File: src/rtl/core_glue_pkg.sv
// core glue shared definitions
// bridge address windows, video and button bundles, data-table constants

`default_nettype none

package core_glue_pkg;

  // 32-bit bridge data / address word
  typedef logic [31:0] bridge_word_t;

  // address window of a bridge access
  typedef enum logic [1:0] {
    region_save,
    region_cmd,
    region_none
  } bridge_region_t;

  // save window, upper nibble 2
  localparam logic [3:0] save_region_nibble = 4'h2;
  // command handler window, upper byte f8
  localparam logic [7:0] cmd_region_byte = 8'hf8;

  //////////////////////////////
  // video bundles

  // raw video from the core
  typedef struct packed {
    logic        hblank;
    logic        vblank;
    logic        hsync;
    logic        vsync;
    logic [23:0] rgb;
  } video_in_t;

  // registered video toward the scaler
  typedef struct packed {
    logic        de;
    logic        hs;
    logic        vs;
    logic [23:0] rgb;
  } video_out_t;

  //////////////////////////////
  // controllers

  // raw key bitmap, l2/r2/l3/r3 at 10..13 stay unmapped
  typedef logic [15:0] key_word_t;

  localparam int key_up_bit     = 0;
  localparam int key_down_bit   = 1;
  localparam int key_left_bit   = 2;
  localparam int key_right_bit  = 3;
  localparam int key_a_bit      = 4;
  localparam int key_b_bit      = 5;
  localparam int key_x_bit      = 6;
  localparam int key_y_bit      = 7;
  localparam int key_l_bit      = 8;
  localparam int key_r_bit      = 9;
  localparam int key_select_bit = 14;
  localparam int key_start_bit  = 15;

  // named buttons for one player
  typedef struct packed {
    logic up;
    logic down;
    logic left;
    logic right;
    logic a;
    logic b;
    logic x;
    logic y;
    logic l;
    logic r;
    logic select;
    logic start;
  } pad_buttons_t;

  //////////////////////////////
  // data table

  // save size for size code 1, doubles per code step
  localparam bridge_word_t save_size_base = 32'd1024;

endpackage

`default_nettype wire

File: src/rtl/bridge_read_mux.sv
// bridge read data select
// save window first, then command window, zero elsewhere

`timescale 1ns/1ns
`default_nettype none

module bridge_read_mux import core_glue_pkg::*; (
  input  bridge_word_t bridge_addr,
  input  bridge_word_t cmd_rd_data,
  input  bridge_word_t save_rd_data,
  output bridge_word_t bridge_rd_data
);

  bridge_region_t region;

  // address decode
  // save window wins when both match
  always_comb begin
    if (bridge_addr[31:28] == save_region_nibble) begin
      region = region_save;
    end else if (bridge_addr[31:24] == cmd_region_byte) begin
      region = region_cmd;
    end else begin
      region = region_none;
    end
  end

  // word select per region
  always_comb begin
    case (region)
      region_save: bridge_rd_data = save_rd_data;
      region_cmd:  bridge_rd_data = cmd_rd_data;
      default:     bridge_rd_data = '0;
    endcase
  end

  // decode never produces the spare encoding
  always_comb begin
    region_legal_a: assert (region inside {region_save, region_cmd, region_none})
      else $error("bridge region out of range: %0h", region);
  end

endmodule

`default_nettype wire

File: src/rtl/slot_transfer_flags.sv
// data-slot transfer flags
// ioctl_download tracks a rom write transfer,
// save_download any save read or write transfer

`timescale 1ns/1ns
`default_nettype none

module slot_transfer_flags (
  input  logic clk_74a,
  input  logic pll_core_locked,
  input  logic dataslot_requestread,
  input  logic dataslot_requestwrite,
  input  logic dataslot_allcomplete,
  output logic ioctl_download,
  output logic save_download
);

  // previous allcomplete, for edge detect
  logic allcomplete_prev;

  always_ff @(posedge clk_74a or negedge pll_core_locked) begin
    if (!pll_core_locked) begin
      allcomplete_prev <= 1'b0;
      ioctl_download   <= 1'b0;
      save_download    <= 1'b0;
    end else begin
      allcomplete_prev <= dataslot_allcomplete;

      // rom flag, set wins over clear
      if (dataslot_requestwrite) begin
        ioctl_download <= 1'b1;
      end else if (dataslot_allcomplete) begin
        ioctl_download <= 1'b0;
      end

      // save flag clears only on the allcomplete edge
      if (dataslot_requestread || dataslot_requestwrite) begin
        save_download <= 1'b1;
      end else if (dataslot_allcomplete && !allcomplete_prev) begin
        save_download <= 1'b0;
      end
    end
  end

  // rom flag only ever rises after a write request
  ioctl_rise_a: assert property (@(posedge clk_74a) disable iff (!pll_core_locked)
    $rose(ioctl_download) |-> $past(dataslot_requestwrite))
    else $error("ioctl_download rose without requestwrite");

endmodule

`default_nettype wire

File: src/rtl/datatable_sequencer.sv
// data-table sequencer
// eight-phase cycle on the shared table port:
// phases 5..7 write the save size, phases 0..4 read the rom entry,
// rom size sampled in phase 4

`timescale 1ns/1ns
`default_nettype none

module datatable_sequencer import core_glue_pkg::*; #(
  parameter int SAVE_SLOT = 1,
  parameter int ROM_SLOT  = 0
) (
  input  logic         clk_74a,
  input  logic         pll_core_locked,
  input  logic [3:0]   sram_size,
  input  bridge_word_t datatable_q,
  output logic [9:0]   datatable_addr,
  output logic         datatable_wren,
  output bridge_word_t datatable_data,
  output bridge_word_t rom_file_size
);

  // table entries hold the size word at index 2*slot+1
  localparam logic [9:0] save_entry = 10'(2 * SAVE_SLOT + 1);
  localparam logic [9:0] rom_entry  = 10'(2 * ROM_SLOT + 1);

  // phase boundaries
  localparam logic [2:0] rom_sample_phase = 3'd4;
  localparam logic [2:0] last_read_phase  = 3'd4;

  // free running, wraps every 8
  logic [2:0]   phase;
  // save size from the size code, 0 means no save ram
  bridge_word_t save_size;

  always_comb begin
    if (sram_size != 4'd0) begin
      save_size = save_size_base << (sram_size - 4'd1);
    end else begin
      save_size = '0;
    end
  end

  always_ff @(posedge clk_74a or negedge pll_core_locked) begin
    if (!pll_core_locked) begin
      phase          <= 3'd0;
      datatable_addr <= '0;
      datatable_wren <= 1'b0;
      datatable_data <= '0;
      rom_file_size  <= '0;
    end else begin
      phase <= phase + 3'd1;

      if (phase > last_read_phase) begin
        // write slot
        datatable_wren <= 1'b1;
        datatable_addr <= save_entry;
        datatable_data <= save_size;
      end else begin
        // read slot, q of the rom entry comes back meanwhile
        datatable_wren <= 1'b0;
        datatable_addr <= rom_entry;
        if (phase == rom_sample_phase) begin
          rom_file_size <= datatable_q;
        end
      end
    end
  end

  // writes only ever target the save entry
  wren_addr_a: assert property (@(posedge clk_74a) disable iff (!pll_core_locked)
    datatable_wren |-> (datatable_addr == save_entry))
    else $error("datatable write to %0h, expected %0h", datatable_addr, save_entry);

endmodule

`default_nettype wire

File: src/rtl/video_output_stage.sv
// video output stage
// data-enable and rgb gated by blanking,
// sync levels turned into one-cycle pulses, one cycle latency

`timescale 1ns/1ns
`default_nettype none

module video_output_stage import core_glue_pkg::*; (
  input  logic       clk_74a,
  input  logic       pll_core_locked,
  input  video_in_t  video_in,
  output video_out_t video_out
);

  // last sync levels for edge detect
  logic hs_prev;
  logic vs_prev;
  // active picture
  logic active;

  assign active = !(video_in.hblank || video_in.vblank);

  always_ff @(posedge clk_74a or negedge pll_core_locked) begin
    if (!pll_core_locked) begin
      video_out <= '0;
      hs_prev   <= 1'b0;
      vs_prev   <= 1'b0;
    end else begin
      video_out.de <= active;
      // black outside the active area
      video_out.rgb <= active ? video_in.rgb : 24'h0;

      // pulse on rising sync edges
      video_out.hs <= video_in.hsync && !hs_prev;
      video_out.vs <= video_in.vsync && !vs_prev;
      hs_prev      <= video_in.hsync;
      vs_prev      <= video_in.vsync;
    end
  end

  // sync pulses never last two cycles
  hs_pulse_a: assert property (@(posedge clk_74a) disable iff (!pll_core_locked)
    video_out.hs |=> !video_out.hs)
    else $error("video_out.hs high two cycles");

  vs_pulse_a: assert property (@(posedge clk_74a) disable iff (!pll_core_locked)
    video_out.vs |=> !video_out.vs)
    else $error("video_out.vs high two cycles");

endmodule

`default_nettype wire

File: src/rtl/controller_sync.sv
// controller synchronizer for one player
// three flops on the raw key word, then bits mapped to named buttons

`timescale 1ns/1ns
`default_nettype none

module controller_sync import core_glue_pkg::*; (
  input  logic         clk_74a,
  input  logic         pll_core_locked,
  input  key_word_t    cont_key,
  output pad_buttons_t pad
);

  // synchronizer chain
  key_word_t key_s1;
  key_word_t key_s2;
  key_word_t key_s3;

  always_ff @(posedge clk_74a or negedge pll_core_locked) begin
    if (!pll_core_locked) begin
      key_s1 <= '0;
      key_s2 <= '0;
      key_s3 <= '0;
    end else begin
      key_s1 <= cont_key;
      key_s2 <= key_s1;
      key_s3 <= key_s2;
    end
  end

  // bit map, pure wiring off the last stage
  always_comb begin
    pad.up     = key_s3[key_up_bit];
    pad.down   = key_s3[key_down_bit];
    pad.left   = key_s3[key_left_bit];
    pad.right  = key_s3[key_right_bit];
    pad.a      = key_s3[key_a_bit];
    pad.b      = key_s3[key_b_bit];
    pad.x      = key_s3[key_x_bit];
    pad.y      = key_s3[key_y_bit];
    pad.l      = key_s3[key_l_bit];
    pad.r      = key_s3[key_r_bit];
    pad.select = key_s3[key_select_bit];
    pad.start  = key_s3[key_start_bit];
  end

endmodule

`default_nettype wire

File: src/rtl/core_glue_top.sv
// core glue top level
// bridge read mux, data-slot flags, data-table sequencer,
// video output stage and two controller synchronizers, all on clk_74a

`timescale 1ns/1ns
`default_nettype none

module core_glue_top import core_glue_pkg::*; #(
  parameter int SAVE_SLOT = 1,
  parameter int ROM_SLOT  = 0
) (
  input  logic         clk_74a,
  input  logic         pll_core_locked,

  // bridge
  input  bridge_word_t bridge_addr,
  input  bridge_word_t cmd_rd_data,
  input  bridge_word_t save_rd_data,
  output bridge_word_t bridge_rd_data,

  // data slots
  input  logic         dataslot_requestread,
  input  logic         dataslot_requestwrite,
  input  logic         dataslot_allcomplete,
  output logic         ioctl_download,
  output logic         save_download,

  // data table
  input  logic [3:0]   sram_size,
  input  bridge_word_t datatable_q,
  output logic [9:0]   datatable_addr,
  output logic         datatable_wren,
  output bridge_word_t datatable_data,
  output bridge_word_t rom_file_size,

  // video
  input  video_in_t    video_in,
  output video_out_t   video_out,

  // controllers
  input  key_word_t    cont1_key,
  input  key_word_t    cont2_key,
  output pad_buttons_t p1_pad,
  output pad_buttons_t p2_pad
);

  //////////////////////////////
  // bridge side

  // read word select, combinational
  bridge_read_mux u_read_mux (
    .bridge_addr    (bridge_addr),
    .cmd_rd_data    (cmd_rd_data),
    .save_rd_data   (save_rd_data),
    .bridge_rd_data (bridge_rd_data)
  );

  // rom / save transfer flags
  slot_transfer_flags u_slot_flags (
    .clk_74a               (clk_74a),
    .pll_core_locked       (pll_core_locked),
    .dataslot_requestread  (dataslot_requestread),
    .dataslot_requestwrite (dataslot_requestwrite),
    .dataslot_allcomplete  (dataslot_allcomplete),
    .ioctl_download        (ioctl_download),
    .save_download         (save_download)
  );

  // save size write and rom size read on the shared table port
  datatable_sequencer #(
    .SAVE_SLOT (SAVE_SLOT),
    .ROM_SLOT  (ROM_SLOT)
  ) u_datatable (
    .clk_74a         (clk_74a),
    .pll_core_locked (pll_core_locked),
    .sram_size       (sram_size),
    .datatable_q     (datatable_q),
    .datatable_addr  (datatable_addr),
    .datatable_wren  (datatable_wren),
    .datatable_data  (datatable_data),
    .rom_file_size   (rom_file_size)
  );

  //////////////////////////////
  // core side

  video_output_stage u_video (
    .clk_74a         (clk_74a),
    .pll_core_locked (pll_core_locked),
    .video_in        (video_in),
    .video_out       (video_out)
  );

  // one synchronizer per player
  controller_sync u_p1_sync (
    .clk_74a         (clk_74a),
    .pll_core_locked (pll_core_locked),
    .cont_key        (cont1_key),
    .pad             (p1_pad)
  );

  controller_sync u_p2_sync (
    .clk_74a         (clk_74a),
    .pll_core_locked (pll_core_locked),
    .cont_key        (cont2_key),
    .pad             (p2_pad)
  );

endmodule

`default_nettype wire

File: config.mk
export PLATFORM = sky130hd
export DESIGN_NAME = core_glue_top
export DESIGN_NICKNAME = d
export VERILOG_FILES = /design/src/rtl/core_glue_pkg.sv /design/src/rtl/bridge_read_mux.sv /design/src/rtl/slot_transfer_flags.sv /design/src/rtl/datatable_sequencer.sv /design/src/rtl/video_output_stage.sv /design/src/rtl/controller_sync.sv /design/src/rtl/core_glue_top.sv
export SDC_FILE = /design/constraint.sdc
export NUM_CORES = 1
export LEC_CHECK = 0
export BUFFER_PORTS_ARGS = -buffer_cell sky130_fd_sc_hd__buf_2
export CAP_MARGIN = 30
export CORE_ASPECT_RATIO = 0.75
export CORE_MARGIN = 5
export CORE_UTILIZATION = 41
export CTS_BUF_LIST = sky130_fd_sc_hd__clkbuf_2 sky130_fd_sc_hd__clkbuf_4 sky130_fd_sc_hd__clkbuf_8
export CTS_CLUSTER_DIAMETER = 40
export DETAILED_ROUTE_END_ITERATION = 12
export PLACE_DENSITY_LB_ADDON = 0.25
export SYNTH_ARGS = -nofsm -noshare
export SYNTH_HDL_FRONTEND = slang
export SYNTH_HIERARCHICAL = 1
export SYNTH_SLANG_ARGS = --single-unit
File: constraint.sdc
create_clock -name clk_74a -period 1.4 [get_ports clk_74a]
set_clock_uncertainty 0.05 [all_clocks]
set_input_delay 0.28 -clock clk_74a [delete_from_list [all_inputs] [get_ports clk_74a]]
set_output_delay 0.28 -clock clk_74a [all_outputs]
set_load 0.05 [all_outputs]
# Word level (Yosys, flattened, before mapping)
# Index checks and enable logic that the tools add are counted.
[classes]
div = 0
n_eq_ne = 4
n_mux = 11
n_shift = 1
bitwise = 1
mul = 0
addsub = 2
reduce_logical = 14
magnitude_cmp = 1
[ops]
columns = ["op", "n"]
rows = [
  ["one-hot mux 32 bit (2 select lines)", 1],
  ["two-way mux 32 bit", 1],
  ["<< shifter 11 x 4 -> 32 bit (first input constant)", 1],
  ["two-way mux 24 bit", 1],
  ["equality test 8 bit (second input constant)", 1],
  ["two-way mux 2 bit", 3],
  ["two-way mux 1 bit", 5],
  ["equality test 4 x 2 -> 1 bit (second input constant)", 1],
  ["logical NOT 1 bit", 4],
  ["nonzero test 2 bit", 2],
  ["nonzero test 4 bit", 1],
  ["subtractor 4 x 1 -> 4 bit (second input constant)", 1],
  ["adder 3 x 1 -> 3 bit (second input constant)", 1],
  ["equality test 3 bit (second input constant)", 1],
  ["greater-than comparator 3 bit (second input constant)", 1],
  ["logical AND 1 bit", 3],
  ["equality test 2 x 1 -> 1 bit (second input constant)", 1],
  ["logical NOT 2 bit", 1],
  ["logical OR 1 bit", 2],
  ["AND reduction 2 bit", 1],
  ["inverter 1 bit", 1],
]
[word_totals]
elab_cells = 54
regBits = 198
n_memories = 0
ramBits = 0
rom_bits = 0
latch_bits = 0

# Longest topological paths before layout
[logic_depth]
depth_word = 5
mapped_depth = 6

# Hierarchy
# The synthesis kept the hierarchy.
[modules_own_cells]
columns = ["mod", "seq_area_each_um2", "cells_per_inst", "area_per_inst_um2", "n_inst"]
rows = [
  ["datatable_sequencer", 1326.3, 159, 2367.3, 1],
  ["controller_sync", 900.9, 36, 900.9, 2],
  ["video_output_stage", 725.7, 62, 1098.6, 1],
  ["bridge_read_mux", 0.0, 110, 848.3, 1],
  ["slot_transfer_flags", 75.1, 7, 101.3, 1],
]

# Worst setup path after synthesis
# OpenSTA, ideal clock, no wires.
[synth_path]
path_type = "input to output"
from = "in bridge_addr[24]"
to = "out bridge_rd_data[21]"
stages = 3
slack_ns = -0.722
path_buffers = 1
arrival_ns = 1.792
path_cell_list = "nand4bb_1 > clkbuf_1 > o32ai_1"
[synth_via]
elab_chain_cells = 5
word_cells_on_any_way = 6
[synth_rtl]
columns = ["element", "line", "rtl"]
rows = [
  ["from (decl)", "core_glue_top.sv:16", "input bridge_word_t bridge_addr,"],
  ["equality test 8 bit *", "bridge_read_mux.sv:21", "end else if (bridge_addr[31:24] == cmd_region_byte) begin"],
  ["two-way mux 2 bit *", "bridge_read_mux.sv:21", ""],
  ["two-way mux 2 bit *", "bridge_read_mux.sv:19", "if (bridge_addr[31:28] == save_region_nibble) begin"],
  ["equality test 2 x 1 -> 1 bit / logical NOT 2 bit (equally long branches)", "bridge_read_mux.sv:30", "case (region)"],
  ["one-hot mux 32 bit (2 select lines) *", "bridge_read_mux.sv:30", ""],
  ["to (decl)", "core_glue_top.sv:19", "output bridge_word_t bridge_rd_data,"],
]
# Mark *: on every way between the ends. The rest lies on a longest branch, timed or not.

# Worst setup path after layout
[layout_path]
from = "in bridge_addr[28]"
to = "out bridge_rd_data[29]"
[layout_via]
elab_chain_cells = 5
word_cells_on_any_way = 7
[layout_rtl]
columns = ["element", "line"]
rows = [
  ["equality test 8 bit", "bridge_read_mux.sv:21"],
  ["two-way mux 2 bit", "bridge_read_mux.sv:21"],
  ["two-way mux 2 bit *", "bridge_read_mux.sv:19"],
  ["equality test 2 x 1 -> 1 bit / logical NOT 2 bit (equally long branches)", "bridge_read_mux.sv:30"],
  ["one-hot mux 32 bit (2 select lines) *", "bridge_read_mux.sv:30"],
]
# Marks and branches as above.

==> results.cfg <==
[timing]
rsz0062_at_grt = true
max_freq_ghz = 0.541
slew_headroom_pct = 56.3
tns_ns = -13.47
setup_viol = 37
slew_viol_final = 0
period_needed_ns = 1.85
hold_violations = 0
timing.hold.ws_ns = 0.0388
final.setup.worst_slack_ns = -0.449
min_period_over_period_pct = 132
worst_slew_pin_slew_ns = 0.655

[layout]
fillers = 1066
fin_util_pct = 66.7
fin_nets = 986
drive_gt1_share_pct = 58.5
area_growth_pct = 61.3
diodes = 0

[yosys]
syn_area_mm2 = 0.00622
synth_cell_type_count = 33
syn_inst = 410
synth_top_cell_by_area = dfrtp_1
synth_edf_count = 0
ys_seq_area_share_pct = 63.2
synthArstFlopShare_pct = 100
ys.flop_type = dfrtp_1
yosys-top-cells-count = dfrtp_1, inv_1, mux2_4, o32ai_2, buf_4
synth-seq-cells = 157
netlist.area_leader.share_pct = 63.2
syn-mean-instance-area_um2 = 15.2
yosysMostFrequentCell = dfrtp_1
synthTopCellsByArea = dfrtp_1, o32ai_2, mux2_4
yosys_warnings = 6

[power_and_ir_drop]
p_per_area_mw_per_mm2 = 1000
ir_drop_v = 0.000633
report.power.total_mw = 10.0
leakagePower_nw = 4.99

[clock_network]
numCtsBuffers = 17
cts_max_level = 4
cts_tree = built
clock_latency_ns = 0.43
clockRootBuffer = clkbuf_8
cts_sinks = 157
cts.clk_slew.worst_paths_ns = 0.09
cts_max_path_buffers = 2

[die]
ioPinCount = 357
die_area_mm2 = 0.0178
die_w_um = 152
start_util_pct = 41.4
fp.coreArea_mm2 = 0.0150
rows = 39
die_h_um = 117

[placement]
portBuffers = 300
gp_congestion = 0.854
pre_cts_slack_ns = -0.542
place_hpwl_mm = 11.9

[worst_setup_path]
cp_max_fo = 17
rr_startpoint = u_datatable/phase[0]$_DFF_PN0_
path_class = input port to primary output
worstSetupStartpoint = bridge_addr[28]
r2r_slack_ns = -0.08
cp.required_ns = 1.07
r2r_cells = 6
crit_path_end = bridge_rd_data[29]
path_delay_family = simple AND/OR/NAND/NOR gates
critPathBufInv = 3
cp_num_cells = 5
cp-end-kind = primary output
cpPeakStageDelay_ns = 0.59
startpoint_type = input port
cp_slowest_cell = or4b_4
cp_cell_sequence = buf_6 > or4b_4 > buf_12 > o32ai_4 > buf_6
arrival_ns = 1.52
regToRegEndpoint = u_datatable/datatable_data[18]$_DFFE_PN0P_
crit_top_cell = buf_6

[hold_path]
min_from = datatable_q[16]
holdCritPathClass = input port to register

[routing]
vias = 4556
wl_mm = 17.6
drtAntennaViolNets = 0
drtPass1Iterations = 4
drtIter0Drc = 107
wl_per_cell_um = 17.5
viasPerCell = 4.53
drc = 0

[global_routing]
grt_usage_pct = 18.3
grt_pass1_wl_mm = 25.7
first_global_vias = 4871
grt_max_degree = 39
antenna_found_initial = 0
overflow = 0

[job]
drv_cap = 0

[run_status]
violations = setup timing
status = finished, violations left
## state kept, by name, summed over array words and instances (netlist names), 2 cells and up
register,flops
u_p1_sync/key_s3,12
u_datatable/datatable_addr,2
u_datatable/datatable_data,16
u_p1_sync/key_s1,12
u_datatable/rom_file_size,32
u_p1_sync/key_s2,12
u_p2_sync/key_s2,12
u_p2_sync/key_s1,12
u_datatable/phase,3
u_video/video_out,27
u_p2_sync/key_s3,12
## final cells by class
cell class                 count  area, um^2  share of cell area [%]
tap                          205         256                    2.56
clock inverter                14         156                    1.56
inverter                      70         263                    2.62
sequential                   157        3930                    39.2
clock buffer                  18         241                    2.41
multi-input combinational    156        2150                    21.4
timing repair buffer         385        3040                    30.3
## cell families (layout without fill, tap and decap cells)
logic type | count (synthesis) | count (layout) | share of synthesized area, %
multiplexers | 32 | 32 | 7.61
flip-flops | 157 | 157 | 63.2
adder cells (fa/ha/maj) | 2 | 2 | 0.402
buffers and inverters | 120 | 487 | 10.7
AO/OA/AOI/OAI | 49 | 49 | 10.6
AND/OR/NAND/NOR | 47 | 47 | 7.23
other | 2 | 25 | 0.121
XOR/XNOR | 1 | 1 | 0.141
## stage by stage
step / cell area [um^2] / std cells
6_report: 10000 / 1005
5_1_grt: 10000 / 1005
4_1_cts: 9630 / 987
3_5_place_dp: 8380 / 911
3_3_place_gp: 8380 / 911
2_1_floorplan: 6680 / 433
## worst min-delay path by stage
stage | endpoint | slack (ns) | cells past startpoint
after detailed placement | u_datatable/datatable_data[25]$_DFFE_PN0P_ | 0.17 | 1
after global routing | u_datatable/rom_file_size[25]$_DFFE_PN0P_ | -0.003 | 2
final | u_datatable/rom_file_size[16]$_DFFE_PN0P_ | 0.04 | 2
after floorplan | u_datatable/datatable_addr[0]$_DFF_PN0_ | -0.07 | 0
after CTS | u_datatable/rom_file_size[0]$_DFFE_PN0P_ | 0.0003 | 2
after global placement | u_datatable/datatable_data[21]$_DFFE_PN0P_ | 0.17 | 1
## routing by layer
layer	vias up	share of wire, %	GRT usage, %
met2	223	53	31.3
met3	25	7.9	7.22
met1	2232	37	21.3
met4	0	2.0	6.11
met5	-	0	0
li1	2076	-	-
## power breakdown
part / leakage [nW] / switching (mW) / total (mW) / internal (mW)
combinational: 2.89 / 1.16 / 1.86 / 0.690
sequential: 1.91 / 0.0874 / 4.82 / 4.73
clock: 0.196 / 1.72 / 3.36 / 1.64
## worst register-to-register path: cells and delay by family, from the launching register on
family,cells,cell delay (ns)
and+or+nand+nor,1,0.28
AOI/OAI and AO/OA,1,0.23
DFF,1,0.37
adders and majority gates,1,0.18
buffers and inverters,3,0.33
## layout by cell type, fill, tap and decap left out, types with 3 or more instances in the layout
cell	count
buf_12	12
mux2_4	30
clkbuf_8	17
conb_1	25
nand2b_1	3
inv_6	5
buf_6	79
a22o_1	6
o32ai_4	30
a32o_1	5
inv_1	68
nor3b_2	19
and4bb_2	3
dlygate4sd3_1	45
dfrtp_1	157
buf_4	53
nor3b_1	5
clkinvlp_4	3
clkbuf_4	24
nor2b_1	4
buf_2	172
o2bb2ai_1	4
## repair_timing
action                                  4_1_cts  5_1_grt
pin swaps                                     3        5
hold buffers                                 40        5
cloned                                        1        0
endpoints found under the hold margin        72        5
gates resized for setup                     137       86
buffers inserted                              3       14
endpoints found under the setup margin      127      129
Note: power is estimated with default switching activity, not from simulation.
